### config.mk
export PLATFORM = sky130hd
export DESIGN_NAME = arena_top
export DESIGN_NICKNAME = d
export VERILOG_FILES = /design/src/design/arena_pkg.sv /design/src/design/vga_timing.sv /design/src/design/projectile_table.sv /design/src/design/slot_write_arbiter.sv /design/src/design/projectile_launcher.sv /design/src/design/projectile_mover.sv /design/src/design/projectile_draw.sv /design/src/design/arena_top.sv
export SDC_FILE = /design/constraint.sdc
export NUM_CORES = 1
export LEC_CHECK = 0
export BUFFER_PORTS_ARGS = -buffer_cell sky130_fd_sc_hd__buf_2
export CAP_MARGIN = 30
export CORE_AREA = 2 2 197 180
export CTS_BUF_LIST = sky130_fd_sc_hd__clkbuf_2
export CTS_CLUSTER_DIAMETER = 30
export CTS_CLUSTER_SIZE = 10
export DETAILED_ROUTE_END_ITERATION = 12
export DIE_AREA = 0 0 199 182
export GPL_TIMING_DRIVEN = 1
export PLACE_DENSITY = 0.78
export SYNTH_ARGS = -nofsm -noshare
export SYNTH_HDL_FRONTEND = slang
export SYNTH_SLANG_ARGS = --single-unit
### constraint.sdc
create_clock -name clk -period 7.85 [get_ports clk]
set_input_delay 1.57 -clock clk [delete_from_list [all_inputs] [get_ports clk]]
set_output_delay 1.57 -clock clk [all_outputs]
set_load 0.02 [all_outputs]
### src/design/arena_pkg.sv
package arena_pkg;

    localparam int COORD_W = 12;
    localparam int RGB_W = 12;

    typedef logic [COORD_W-1:0] coord_t;
    typedef logic [RGB_W-1:0] rgb_t;
    typedef logic [1:0] slot_t;

    localparam int SLOT_COUNT = 4;

    // 800x600 raster, both syncs active high
    localparam int H_ACTIVE = 800;
    localparam int H_SYNC_START = 840;
    localparam int H_SYNC_END = 968;
    localparam int H_TOTAL = 1056;
    localparam int V_ACTIVE = 600;
    localparam int V_SYNC_START = 601;
    localparam int V_SYNC_END = 605;
    localparam int V_TOTAL = 628;

    localparam rgb_t BG_COLOR = 12'h124;
    localparam rgb_t SHAFT_COLOR = 12'hA85;
    localparam rgb_t TIP_COLOR = 12'hCCC;

    localparam int SPRITE_SIZE = 8;
    localparam int SPRITE_HALF = 4;
    localparam int SPEED = 4;
    localparam int DRAW_DELAY = 3;

    typedef rgb_t sprite_rom_t [SPRITE_SIZE*SPRITE_SIZE];

    // arrow pointing right, zero is transparent
    function automatic sprite_rom_t build_sprite();
        sprite_rom_t rom;
        for (int row = 0; row < SPRITE_SIZE; row++) begin
            for (int col = 0; col < SPRITE_SIZE; col++) begin
                rom[row*SPRITE_SIZE+col] = '0;
                if (row == 3 || row == 4) begin
                    rom[row*SPRITE_SIZE+col] = SHAFT_COLOR;
                end
                if (col == 7 && row >= 2 && row <= 5) begin
                    rom[row*SPRITE_SIZE+col] = TIP_COLOR;
                end
            end
        end
        return rom;
    endfunction

    localparam sprite_rom_t SPRITE_ROM = build_sprite();

endpackage

### src/design/vga_timing.sv
module vga_timing
    import arena_pkg::*;
(
    input  logic   clk,
    input  logic   rst,
    output coord_t hcount,
    output coord_t vcount,
    output logic   hsync,
    output logic   vsync,
    output logic   hblnk,
    output logic   vblnk,
    output rgb_t   rgb
);

    coord_t h_cnt;
    coord_t v_cnt;
    logic   h_active;
    logic   v_active;

    always_ff @(posedge clk) begin
        if (rst) begin
            h_cnt <= '0;
            v_cnt <= '0;
        end else if (h_cnt == coord_t'(H_TOTAL - 1)) begin
            h_cnt <= '0;
            if (v_cnt == coord_t'(V_TOTAL - 1)) begin
                v_cnt <= '0;
            end else begin
                v_cnt <= v_cnt + 1'b1;
            end
        end else begin
            h_cnt <= h_cnt + 1'b1;
        end
    end

    assign h_active = (h_cnt < H_ACTIVE);
    assign v_active = (v_cnt < V_ACTIVE);

    // decoded flags land one clock behind the counters
    always_ff @(posedge clk) begin
        if (rst) begin
            hcount <= '0;
            vcount <= '0;
            hsync  <= 1'b0;
            vsync  <= 1'b0;
            hblnk  <= 1'b0;
            vblnk  <= 1'b0;
            rgb    <= '0;
        end else begin
            hcount <= h_cnt;
            vcount <= v_cnt;
            hsync  <= (h_cnt >= H_SYNC_START) && (h_cnt < H_SYNC_END);
            vsync  <= (v_cnt >= V_SYNC_START) && (v_cnt < V_SYNC_END);
            hblnk  <= !h_active;
            vblnk  <= !v_active;
            rgb    <= (h_active && v_active) ? BG_COLOR : '0;
        end
    end

endmodule

### src/design/projectile_table.sv
module projectile_table
    import arena_pkg::*;
(
    input  logic                          clk,
    input  logic                          rst,
    input  logic                          we,
    input  slot_t                         wr_slot,
    input  coord_t                        wr_x,
    input  coord_t                        wr_y,
    input  logic                          wr_dir,
    input  logic                          wr_active,
    output logic [SLOT_COUNT-1:0]         active,
    output logic [SLOT_COUNT-1:0]         dir,
    output logic [SLOT_COUNT*COORD_W-1:0] pos_x,
    output logic [SLOT_COUNT*COORD_W-1:0] pos_y
);

    coord_t x_q [SLOT_COUNT];
    coord_t y_q [SLOT_COUNT];

    always_ff @(posedge clk) begin
        if (rst) begin
            active <= '0;
        end else if (we) begin
            active[wr_slot] <= wr_active;
        end
    end

    always_ff @(posedge clk) begin
        if (we) begin
            x_q[wr_slot] <= wr_x;
            y_q[wr_slot] <= wr_y;
            dir[wr_slot] <= wr_dir;
        end
    end

    // flatten per-slot coordinates for the readers
    always_comb begin
        for (int i = 0; i < SLOT_COUNT; i++) begin
            pos_x[i*COORD_W +: COORD_W] = x_q[i];
            pos_y[i*COORD_W +: COORD_W] = y_q[i];
        end
    end

endmodule

### src/design/slot_write_arbiter.sv
module slot_write_arbiter
    import arena_pkg::*;
(
    input  logic   mv_req,
    input  slot_t  mv_slot,
    input  coord_t mv_x,
    input  coord_t mv_y,
    input  logic   mv_dir,
    input  logic   mv_active,
    output logic   mv_gnt,
    input  logic   ln_req,
    input  slot_t  ln_slot,
    input  coord_t ln_x,
    input  coord_t ln_y,
    input  logic   ln_dir,
    input  logic   ln_active,
    output logic   ln_gnt,
    output logic   we,
    output slot_t  wr_slot,
    output coord_t wr_x,
    output coord_t wr_y,
    output logic   wr_dir,
    output logic   wr_active
);

    // mover always wins, launcher waits
    assign mv_gnt = mv_req;
    assign ln_gnt = ln_req && !mv_req;
    assign we     = mv_req || ln_req;

    assign wr_slot   = mv_req ? mv_slot : ln_slot;
    assign wr_x      = mv_req ? mv_x : ln_x;
    assign wr_y      = mv_req ? mv_y : ln_y;
    assign wr_dir    = mv_req ? mv_dir : ln_dir;
    assign wr_active = mv_req ? mv_active : ln_active;

endmodule

### src/design/projectile_launcher.sv
module projectile_launcher
    import arena_pkg::*;
(
    input  logic                  clk,
    input  logic                  rst,
    input  logic                  fire_valid,
    input  coord_t                fire_x,
    input  coord_t                fire_y,
    input  logic                  fire_dir,
    output logic                  fire_ready,
    input  logic [SLOT_COUNT-1:0] active,
    output logic                  req,
    output slot_t                 wr_slot,
    output coord_t                wr_x,
    output coord_t                wr_y,
    output logic                  wr_dir,
    output logic                  wr_active,
    input  logic                  gnt
);

    typedef enum logic [1:0] {IDLE, WRITE, SETTLE} state_t;

    state_t state;
    slot_t  free_slot;
    logic   any_free;
    logic   accept;

    // lowest inactive slot
    always_comb begin
        free_slot = '0;
        any_free  = 1'b0;
        for (int i = SLOT_COUNT - 1; i >= 0; i--) begin
            if (!active[i]) begin
                free_slot = slot_t'(i);
                any_free  = 1'b1;
            end
        end
    end

    assign accept = fire_valid && fire_ready;

    always_ff @(posedge clk) begin
        if (rst) begin
            state      <= IDLE;
            fire_ready <= 1'b0;
        end else begin
            case (state)
                IDLE: begin
                    if (accept) begin
                        state      <= WRITE;
                        fire_ready <= 1'b0;
                    end else begin
                        fire_ready <= any_free;
                    end
                end
                WRITE: begin
                    if (gnt) begin
                        state <= SETTLE;
                    end
                end
                // active vector already shows the new slot here
                SETTLE: begin
                    state      <= IDLE;
                    fire_ready <= any_free;
                end
                default: state <= IDLE;
            endcase
        end
    end

    always_ff @(posedge clk) begin
        if (accept) begin
            wr_slot <= free_slot;
            wr_x    <= fire_x;
            wr_y    <= fire_y;
            wr_dir  <= fire_dir;
        end
    end

    assign req       = (state == WRITE);
    assign wr_active = 1'b1;

endmodule

### src/design/projectile_mover.sv
module projectile_mover
    import arena_pkg::*;
(
    input  logic                          clk,
    input  logic                          rst,
    input  logic                          vblnk,
    input  logic [SLOT_COUNT-1:0]         active,
    input  logic [SLOT_COUNT-1:0]         dir,
    input  logic [SLOT_COUNT*COORD_W-1:0] pos_x,
    input  logic [SLOT_COUNT*COORD_W-1:0] pos_y,
    output logic                          req,
    output slot_t                         wr_slot,
    output coord_t                        wr_x,
    output coord_t                        wr_y,
    output logic                          wr_dir,
    output logic                          wr_active,
    input  logic                          gnt
);

    typedef enum logic [1:0] {IDLE, SCAN, WRITE} state_t;

    state_t           state;
    slot_t            idx;
    logic             vblnk_q;
    logic             last_slot;
    coord_t           cur_x;
    logic [COORD_W:0] x_right;
    logic             retire;

    assign cur_x     = pos_x[idx*COORD_W +: COORD_W];
    assign x_right   = {1'b0, cur_x} + (COORD_W + 1)'(SPEED);
    assign last_slot = (idx == slot_t'(SLOT_COUNT - 1));

    // off the left edge or at/past the right edge
    assign retire = dir[idx] ? (x_right >= H_ACTIVE) : (cur_x < SPEED);

    always_ff @(posedge clk) begin
        if (rst) begin
            state   <= IDLE;
            idx     <= '0;
            vblnk_q <= 1'b0;
        end else begin
            vblnk_q <= vblnk;
            case (state)
                IDLE: begin
                    if (vblnk && !vblnk_q) begin
                        state <= SCAN;
                        idx   <= '0;
                    end
                end
                SCAN: begin
                    if (active[idx]) begin
                        state <= WRITE;
                    end else if (last_slot) begin
                        state <= IDLE;
                    end else begin
                        idx <= idx + 1'b1;
                    end
                end
                WRITE: begin
                    if (gnt) begin
                        state <= last_slot ? IDLE : SCAN;
                        idx   <= last_slot ? idx : idx + 1'b1;
                    end
                end
                default: state <= IDLE;
            endcase
        end
    end

    // latch the update while the slot is being looked at
    always_ff @(posedge clk) begin
        if (state == SCAN && active[idx]) begin
            wr_slot   <= idx;
            wr_x      <= dir[idx] ? x_right[COORD_W-1:0] : cur_x - coord_t'(SPEED);
            wr_y      <= pos_y[idx*COORD_W +: COORD_W];
            wr_dir    <= dir[idx];
            wr_active <= !retire;
        end
    end

    assign req = (state == WRITE);

endmodule

### src/design/projectile_draw.sv
module projectile_draw
    import arena_pkg::*;
(
    input  logic                          clk,
    input  logic                          rst,
    input  logic                          game_active,
    input  logic [SLOT_COUNT-1:0]         active,
    input  logic [SLOT_COUNT-1:0]         dir,
    input  logic [SLOT_COUNT*COORD_W-1:0] pos_x,
    input  logic [SLOT_COUNT*COORD_W-1:0] pos_y,
    input  coord_t                        hcount_in,
    input  coord_t                        vcount_in,
    input  logic                          hsync_in,
    input  logic                          vsync_in,
    input  logic                          hblnk_in,
    input  logic                          vblnk_in,
    input  rgb_t                          rgb_in,
    output coord_t                        hcount_out,
    output coord_t                        vcount_out,
    output logic                          hsync_out,
    output logic                          vsync_out,
    output logic                          hblnk_out,
    output logic                          vblnk_out,
    output rgb_t                          rgb_out
);

    coord_t     px;
    coord_t     py;
    coord_t     rel_x;
    coord_t     rel_y;
    logic [2:0] col;
    rgb_t       pix;
    rgb_t       rgb_nxt;

    // delay line, index DRAW_DELAY-1 drives the outputs
    rgb_t       rgb_d [DRAW_DELAY];
    logic [3:0] sync_d [DRAW_DELAY];
    coord_t     hcount_d [DRAW_DELAY];
    coord_t     vcount_d [DRAW_DELAY];

    always_comb begin
        rgb_nxt = rgb_in;
        px      = '0;
        py      = '0;
        rel_x   = '0;
        rel_y   = '0;
        col     = '0;
        pix     = '0;
        if (game_active && !hblnk_in && !vblnk_in) begin
            // later slots overwrite earlier ones
            for (int i = 0; i < SLOT_COUNT; i++) begin
                px = pos_x[i*COORD_W +: COORD_W];
                py = pos_y[i*COORD_W +: COORD_W];
                if (active[i] &&
                    hcount_in + coord_t'(SPRITE_HALF) >= px &&
                    hcount_in < px + coord_t'(SPRITE_HALF) &&
                    vcount_in + coord_t'(SPRITE_HALF) >= py &&
                    vcount_in < py + coord_t'(SPRITE_HALF)) begin
                    rel_x = hcount_in + coord_t'(SPRITE_HALF) - px;
                    rel_y = vcount_in + coord_t'(SPRITE_HALF) - py;
                    // left-flying arrows are mirrored
                    col = dir[i] ? rel_x[2:0] : 3'd7 - rel_x[2:0];
                    pix = SPRITE_ROM[{rel_y[2:0], col}];
                    if (pix != '0) begin
                        rgb_nxt = pix;
                    end
                end
            end
        end
    end

    always_ff @(posedge clk) begin
        if (rst) begin
            for (int i = 0; i < DRAW_DELAY; i++) begin
                rgb_d[i]  <= '0;
                sync_d[i] <= '0;
            end
        end else begin
            rgb_d[0]  <= rgb_nxt;
            sync_d[0] <= {hsync_in, vsync_in, hblnk_in, vblnk_in};
            for (int i = 1; i < DRAW_DELAY; i++) begin
                rgb_d[i]  <= rgb_d[i-1];
                sync_d[i] <= sync_d[i-1];
            end
        end
    end

    always_ff @(posedge clk) begin
        hcount_d[0] <= hcount_in;
        vcount_d[0] <= vcount_in;
        for (int i = 1; i < DRAW_DELAY; i++) begin
            hcount_d[i] <= hcount_d[i-1];
            vcount_d[i] <= vcount_d[i-1];
        end
    end

    assign rgb_out    = rgb_d[DRAW_DELAY-1];
    assign hcount_out = hcount_d[DRAW_DELAY-1];
    assign vcount_out = vcount_d[DRAW_DELAY-1];
    assign {hsync_out, vsync_out, hblnk_out, vblnk_out} = sync_d[DRAW_DELAY-1];

endmodule

### src/design/arena_top.sv
module arena_top
    import arena_pkg::*;
(
    input  logic   clk,
    input  logic   rst,
    input  logic   game_active,
    input  logic   fire_valid,
    input  coord_t fire_x,
    input  coord_t fire_y,
    input  logic   fire_dir,
    output logic   fire_ready,
    output coord_t hcount,
    output coord_t vcount,
    output logic   hsync,
    output logic   vsync,
    output logic   hblnk,
    output logic   vblnk,
    output rgb_t   rgb
);

    // raster from the timing generator
    coord_t t_hcount;
    coord_t t_vcount;
    logic   t_hsync;
    logic   t_vsync;
    logic   t_hblnk;
    logic   t_vblnk;
    rgb_t   t_rgb;

    // table state
    logic [SLOT_COUNT-1:0]         active;
    logic [SLOT_COUNT-1:0]         dir;
    logic [SLOT_COUNT*COORD_W-1:0] pos_x;
    logic [SLOT_COUNT*COORD_W-1:0] pos_y;

    // engine requests and the shared write bus
    logic   mv_req, mv_gnt, mv_dir, mv_active;
    slot_t  mv_slot;
    coord_t mv_x, mv_y;
    logic   ln_req, ln_gnt, ln_dir, ln_active;
    slot_t  ln_slot;
    coord_t ln_x, ln_y;
    logic   we, wr_dir, wr_active;
    slot_t  wr_slot;
    coord_t wr_x, wr_y;

    vga_timing u_vga_timing (
        .clk, .rst,
        .hcount(t_hcount), .vcount(t_vcount),
        .hsync(t_hsync), .vsync(t_vsync),
        .hblnk(t_hblnk), .vblnk(t_vblnk),
        .rgb(t_rgb)
    );

    projectile_table u_table (
        .clk, .rst, .we, .wr_slot, .wr_x, .wr_y, .wr_dir, .wr_active,
        .active, .dir, .pos_x, .pos_y
    );

    slot_write_arbiter u_arbiter (
        .mv_req, .mv_slot, .mv_x, .mv_y, .mv_dir, .mv_active, .mv_gnt,
        .ln_req, .ln_slot, .ln_x, .ln_y, .ln_dir, .ln_active, .ln_gnt,
        .we, .wr_slot, .wr_x, .wr_y, .wr_dir, .wr_active
    );

    projectile_launcher u_launcher (
        .clk, .rst, .fire_valid, .fire_x, .fire_y, .fire_dir, .fire_ready,
        .active,
        .req(ln_req), .wr_slot(ln_slot), .wr_x(ln_x), .wr_y(ln_y),
        .wr_dir(ln_dir), .wr_active(ln_active), .gnt(ln_gnt)
    );

    projectile_mover u_mover (
        .clk, .rst, .vblnk(t_vblnk), .active, .dir, .pos_x, .pos_y,
        .req(mv_req), .wr_slot(mv_slot), .wr_x(mv_x), .wr_y(mv_y),
        .wr_dir(mv_dir), .wr_active(mv_active), .gnt(mv_gnt)
    );

    projectile_draw u_draw (
        .clk, .rst, .game_active, .active, .dir, .pos_x, .pos_y,
        .hcount_in(t_hcount), .vcount_in(t_vcount),
        .hsync_in(t_hsync), .vsync_in(t_vsync),
        .hblnk_in(t_hblnk), .vblnk_in(t_vblnk), .rgb_in(t_rgb),
        .hcount_out(hcount), .vcount_out(vcount),
        .hsync_out(hsync), .vsync_out(vsync),
        .hblnk_out(hblnk), .vblnk_out(vblnk), .rgb_out(rgb)
    );

endmodule

======== Word level (Yosys, flattened, before mapping) ========
Memories as Yosys holds them, arrays and structs flattened.
Cells that the tools add are included.
word-level totals
  register bits after elaboration ......... 135
  bits in latches ......................... 0
  RAM bits ................................ 216
  ROM bits ................................ 3072
  input bits .............................. 29
  output and inout port bits .............. 41
  memories ................................ 10
cells by class
  add/sub/neg operators ................... 27
  multiply operators ...................... 1
  divide/modulo/power cells ............... 0
  magnitude comparators ................... 31
  equal/unequal tests ..................... 12
  shift-type cells ........................ 2
  mux-type cells .......................... 70
  bitwise operators ....................... 10
  reductions and logical operators ........ 47
memory list
  name              depth  bits a word  read ports  clocked after memory_dff  write ports  line                    text
  (name not given)  64     12           1           0                         0            projectile_draw.sv:63   pix = SPRITE_ROM[{rel_y[2:0], col}];
  (name not given)  64     12           1           0                         0            projectile_draw.sv:63
  (name not given)  64     12           1           0                         0            projectile_draw.sv:63
  (name not given)  64     12           1           0                         0            projectile_draw.sv:63
  u_table.x_q       4      12           4           0                         1            projectile_table.sv:18  coord_t x_q [SLOT_COUNT];
  u_table.y_q       4      12           4           0                         1            projectile_table.sv:19  coord_t y_q [SLOT_COUNT];
  4 more memories   -      -            -           -                         -            -
operators by type and width
  operator                 count
  $mux W12                 24
  $add A12 B3 Y12 const B  10
  $ge A12 B12 Y1           8
  $lt A12 B12 Y1           8
  $shiftx A48 B7 Y12       2
  $lt A12 B10 Y1 const B   4
  $reduce_bool A12 Y1      4
  $ge A7 B7 Y1 const B     4
  $not A6 Y7               4
  $logic_and A1 B1 Y1      26
  $add A12 B1 Y12 const B  2
  $ge A12 B10 Y1 const B   2
  $sub A3 B3 Y3            8
  $mux W2                  11
  $mux W1                  18
  $add A12 B3 Y13 const B  1
  $ge A13 B10 Y1 const B   1
  $eq A12 B10 Y1 const B   1
  $eq A12 B11 Y1 const B   1
  $lt A12 B3 Y1 const B    1
  $mux W3                  4
  $mux W4                  3
  $pmux W2 S3              2
  $sub A12 B3 Y12 const B  1
  25 further kinds         50

======== Longest topological paths before layout ========
  depth in word-level cells ............... 19
  mapped depth ............................ 15

======== Cells and area by module ========
A second synthesis with hierarchy kept.
unflattened totals
  cells, all modules ...................... 1578
  area total of the unflattened synthesis .. 18029.8 um^2
modules (own cells, without submodules)
  module               instances  cells an instance  area an instance (um^2)  sequential area each (um^2)
  projectile_draw      1          1004               9023.7                   2402.3
  projectile_table     1          117                3190.6                   3083.0
  projectile_mover     1          157                2249.7                   940.9
  vga_timing           1          218                2105.8                   1061.0
  projectile_launcher  1          48                 985.9                    870.8
  slot_write_arbiter   1          34                 474.2                    0.0

======== Least setup slack after synthesis ========
No wires, ideal clock.
  path type ............................... reg2reg
  from .................................... register u_vga_timing.hcount[4]
  to ...................................... memory u_draw.rgb_d[0][8] in the netlist's numbering
  setup time .............................. 0.130 ns
  data arrival time ....................... 2.837 ns
  required time ........................... 7.720 ns
  setup slack ............................. 4.883 ns
  cell stages (with the launch flop) ...... 13
  buffers on the path ..................... 0
  clock period less this slack ............ 2.967 ns
  path through ............................ dfxtp_1 > and3_1 > and3_1 > nand3_1 > xnor2_1 > ha_1 > nand4_1 > a211oi_1 > nor4_1 > or4_1 > a2bb2oi_1 > a21o_1 > nor3b_1
RTL lines
  what                      line                   text
  start: declaration        vga_timing.sv:6        output coord_t hcount,
  start signal: assignment  vga_timing.sv:50       hcount <= h_cnt;
  end: declaration          projectile_draw.sv:36  rgb_t rgb_d [DRAW_DELAY];

==> flow_summary.json <==
{
  "ctsHoldBuffers": 0,
  "io_pins": 70,
  "finalClockSkew_ns": 0.05744,
  "finalHoldViolCount": 0,
  "wl_per_cell_um": 19.81,
  "synthMuxAreaShare": 0.05898,
  "arrival_ns": 4.95,
  "critPathMaxFanout": 9,
  "ys.flop_type": "dfxtp_1",
  "nFillCells": 3063,
  "peakVddDrop_mv": 0.1628,
  "clock_latency_ns": 0.95,
  "wirelength_um": 41470,
  "multi_input_area_sq_um": 8054,
  "post_cts_resized": 0,
  "p_int_mw": 2.299,
  "status": "finished clean",
  "via_per_inst": 5.577,
  "io_buffers": 67,
  "synthesis.area_sq_um": 16820,
  "setup.worst_path.start_class": "flop",
  "switching_power_mw": 0.7502,
  "core_sq_um": 34400,
  "drc_errors": 0,
  "hold_path.class": "reg -> reg",
  "ys_top_cells_by_area": "edfxtp_1 28%, dfxtp_1 19%, ha_1 15%",
  "syn_avg_cell_area_sq_um": 11.19,
  "slew_headroom": 0.3019,
  "cts_max_level": 2,
  "final_cell_mix": "198 x ha_1, 162 x dfxtp_1, 155 x edfxtp_1, 135 x inv_1, 95 x xnor2_1",
  "yosys.area.top_type": "edfxtp_1",
  "grt_pass1_vias": 11460,
  "worst_setup_path_end_kind": "flop",
  "synth_edf_count": 155,
  "die_w_um": 199,
  "max_cap_viol_count": 0,
  "ys_warn_count": 0,
  "setup_violations": 0,
  "pwr-share-comb": 0.038,
  "tightest_slew_ns": 1.040,
  "whs_path_depth": 0,
  "p_seq_frac": 0.581,
  "reg2reg_from": "u_vga_timing.hcount[4]$_SDFF_PP0_",
  "area_delta_synth_final_pct": 8.188,
  "die-area_sq_um": 36220,
  "required_ns": 8.62,
  "drive_gt1_frac": 0.1429,
  "ff2ff_path_depth": 13,
  "p_leak_nw": 7.593,
  "place_ws_ns": 3.858,
  "min_to": "u_draw.hcount_d[0][27]$_DFF_P_",
  "rsz0062_at_grt": "no",
  "async_flop_share": 0,
  "grt_pass1_wl_um": 63390,
  "synthCells": 1504,
  "synth_seq_cells": 318,
  "regArea_sq_um": 7919,
  "synth-simple-area-share": 0.1209,
  "synth_top_family_by_area": "adder cells",
  "place_congestion": 0.9386,
  "layout.nets": 1815,
  "grt_max_degree": 74,
  "cts_tree": "built",
  "placementRows": 65,
  "postCtsSetupRepairBufs": 0,
  "drt_iter0_drc": 922,
  "gr-usage-all-layers": 0.2323,
  "cts.clk_slew.worst_paths_ns": 0.17,
  "start_util": 0.4890,
  "clk_path_buf_depth": 3,
  "grt_overflow_total": 0,
  "timing.fmax_mhz": 239.3,
  "ant_nets": 0,
  "antenna_found_initial": 2,
  "post-route-period-util": 0.5324,
  "yosysUniqueCellTypes": 69,
  "tns_ns": 0,
  "yosysTopAreaCellShare": 0.2767,
  "synth_compound_area_frac": 0.08040,
  "cts_buffers": 55,
  "via_count": 11670,
  "hp-start": "u_draw.hcount_d[0][15]$_DFF_P_",
  "hpwlAfterDp_um": 31310,
  "synthXorXnorAreaFrac": 0.06039,
  "synth_seq_area_share": 0.4706,
  "synth_fa_ha_area_frac": 0.1568,
  "setup_slack_ns": 3.671,
  "switching_share": 0.2461,
  "slew_viol_final": 0,
  "cts-root-buf": "clkbuf_2",
  "ff2ff_setup_slack_ns": 3.67,
  "clock-sinks": 318,
  "worstReg2RegEnd": "u_draw.rgb_d[0][8]$_SDFF_PP0_",
  "fp.dieH_um": 182,
  "worst-setup-path-type": "reg -> reg",
  "dr.pass1.iters": 5,
  "final_common_cell": "ha_1",
  "pwr-share-clk": 0.381,
  "finalCriticalPeriod_ns": 4.179,
  "power-per-cell-area_nw_per_um2": 167.5
}
cells in the mapped netlist, drive strengths merged (5+ instances only):
cell type and number:
a211oi 16, a21o 20, a21oi 73, a31oi 6, and3 13, buf 47
clkbuf 11, dfxtp 163, edfxtp 155, fa 8, ha 198, inv 135
mux2 26, mux2i 11, mux4 26, nand2 70, nand2b 9, nand3 75
nand4 35, nor2 85, nor2b 45, nor3 25, nor3b 9, o211ai 11
o21a 6, o21ai 30, o22ai 5, or3 9, xnor2 95, xor2 21
sequential cells by signal, summed over array words and instances, names as in the netlist, 12 cells and up:
name,flops
u_mover.wr_x,12
u_draw.hcount_d,36
u_table.x_q,48
u_vga_timing.h_cnt,12
u_mover.wr_y,12
u_launcher.wr_y,12
u_vga_timing.v_cnt,12
u_launcher.wr_x,12
u_vga_timing.vcount,12
u_draw.sync_d,12
u_vga_timing.hcount,12
u_draw.rgb_d,15
u_table.y_q,48
u_draw.vcount_d,36
routing by layer:
layer / vias to the layer above / share of wire / global-route usage
met5: - / 0 / 0
li1: 5537 / - / -
met3: 89 / 0.071 / 0.04606
met2: 416 / 0.44 / 0.3513
met4: 0 / 0.030 / 0.08507
met1: 5630 / 0.46 / 0.3303
power by group through the flow:
stage | Clock (mW) | Sequential [mW] | Combinational (mW)
final | 1.16 | 1.77 | 0.116
after detailed placement | 0 | 1.81 | 0.115
after global routing | 1.28 | 1.78 | 0.129
after CTS | 1.20 | 1.77 | 0.116
after global placement | 0 | 1.81 | 0.112
after floorplan | 0 | 1.80 | 0.0811
area by class of cell:
type / count / area share
clock inverters: 36 / 0.02248
inverters: 135 / 0.02784
flip-flops and latches: 318 / 0.4351
multi-input cells: 994 / 0.4425
well taps: 469 / 0.03224
clock buffers: 64 / 0.01760
diodes: 1 / 0.0001375
repair buffers: 76 / 0.02214
worst max path at each step:
stage	startpoint	endpoint	cells past startpoint
2_1_floorplan	u_vga_timing.hcount[4]$_SDFF_PP0_	u_draw.rgb_d[0][8]$_SDFF_PP0_	12
6_report	u_vga_timing.hcount[4]$_SDFF_PP0_	u_draw.rgb_d[0][8]$_SDFF_PP0_	13
3_5_place_dp	u_vga_timing.hcount[5]$_SDFF_PP0_	u_draw.rgb_d[0][8]$_SDFF_PP0_	13
3_3_place_gp	u_vga_timing.hcount[5]$_SDFF_PP0_	u_draw.rgb_d[0][8]$_SDFF_PP0_	13
5_1_grt	u_vga_timing.hcount[5]$_SDFF_PP0_	u_draw.rgb_d[0][10]$_SDFF_PP0_	13
4_1_cts	u_vga_timing.hcount[5]$_SDFF_PP0_	u_draw.rgb_d[0][8]$_SDFF_PP0_	13
stage by stage:
stage               instance area, sq um  power [mW]    util  hold WS (ns)  instances
finish                             18200       3.049  0.5291        0.3129       2093
global route                       18200       3.183  0.5291        0.3157       2093
CTS                                18200       3.085  0.5290        0.3144       2092
detailed placement                 17470       1.924  0.5078        0.3121       1992
global placement                   17470       1.920  0.5078        0.3104       1992
floorplan                          16830       1.884       -        0.3096       1505
critical path, stage by stage, from the launching register on:
cell	delay, ns
dfxtp_1	0.62
and3_1	0.26
and3_1	0.22
nand3_1	0.11
xnor2_1	0.55
ha_1	0.28
a21o_1	0.09
a211oi_1	0.12
a22oi_1	0.24
nand4_1	0.14
a311oi_1	0.83
a21oi_1	0.20
a21o_1	0.22
nor3b_1	0.14
cell families after synthesis:
| kind of cell | Yosys count |
|---|---|
| muxes | 63 |
| and+or+nand+nor | 397 |
| buffers and inverters | 193 |
| DFF | 318 |
| xor gates and xnor gates | 116 |
| AOI/OAI and AO/OA | 210 |
| other | 1 |
| adders and majority gates | 206 |
No activity file was read; power rests on OpenSTA's default activity.
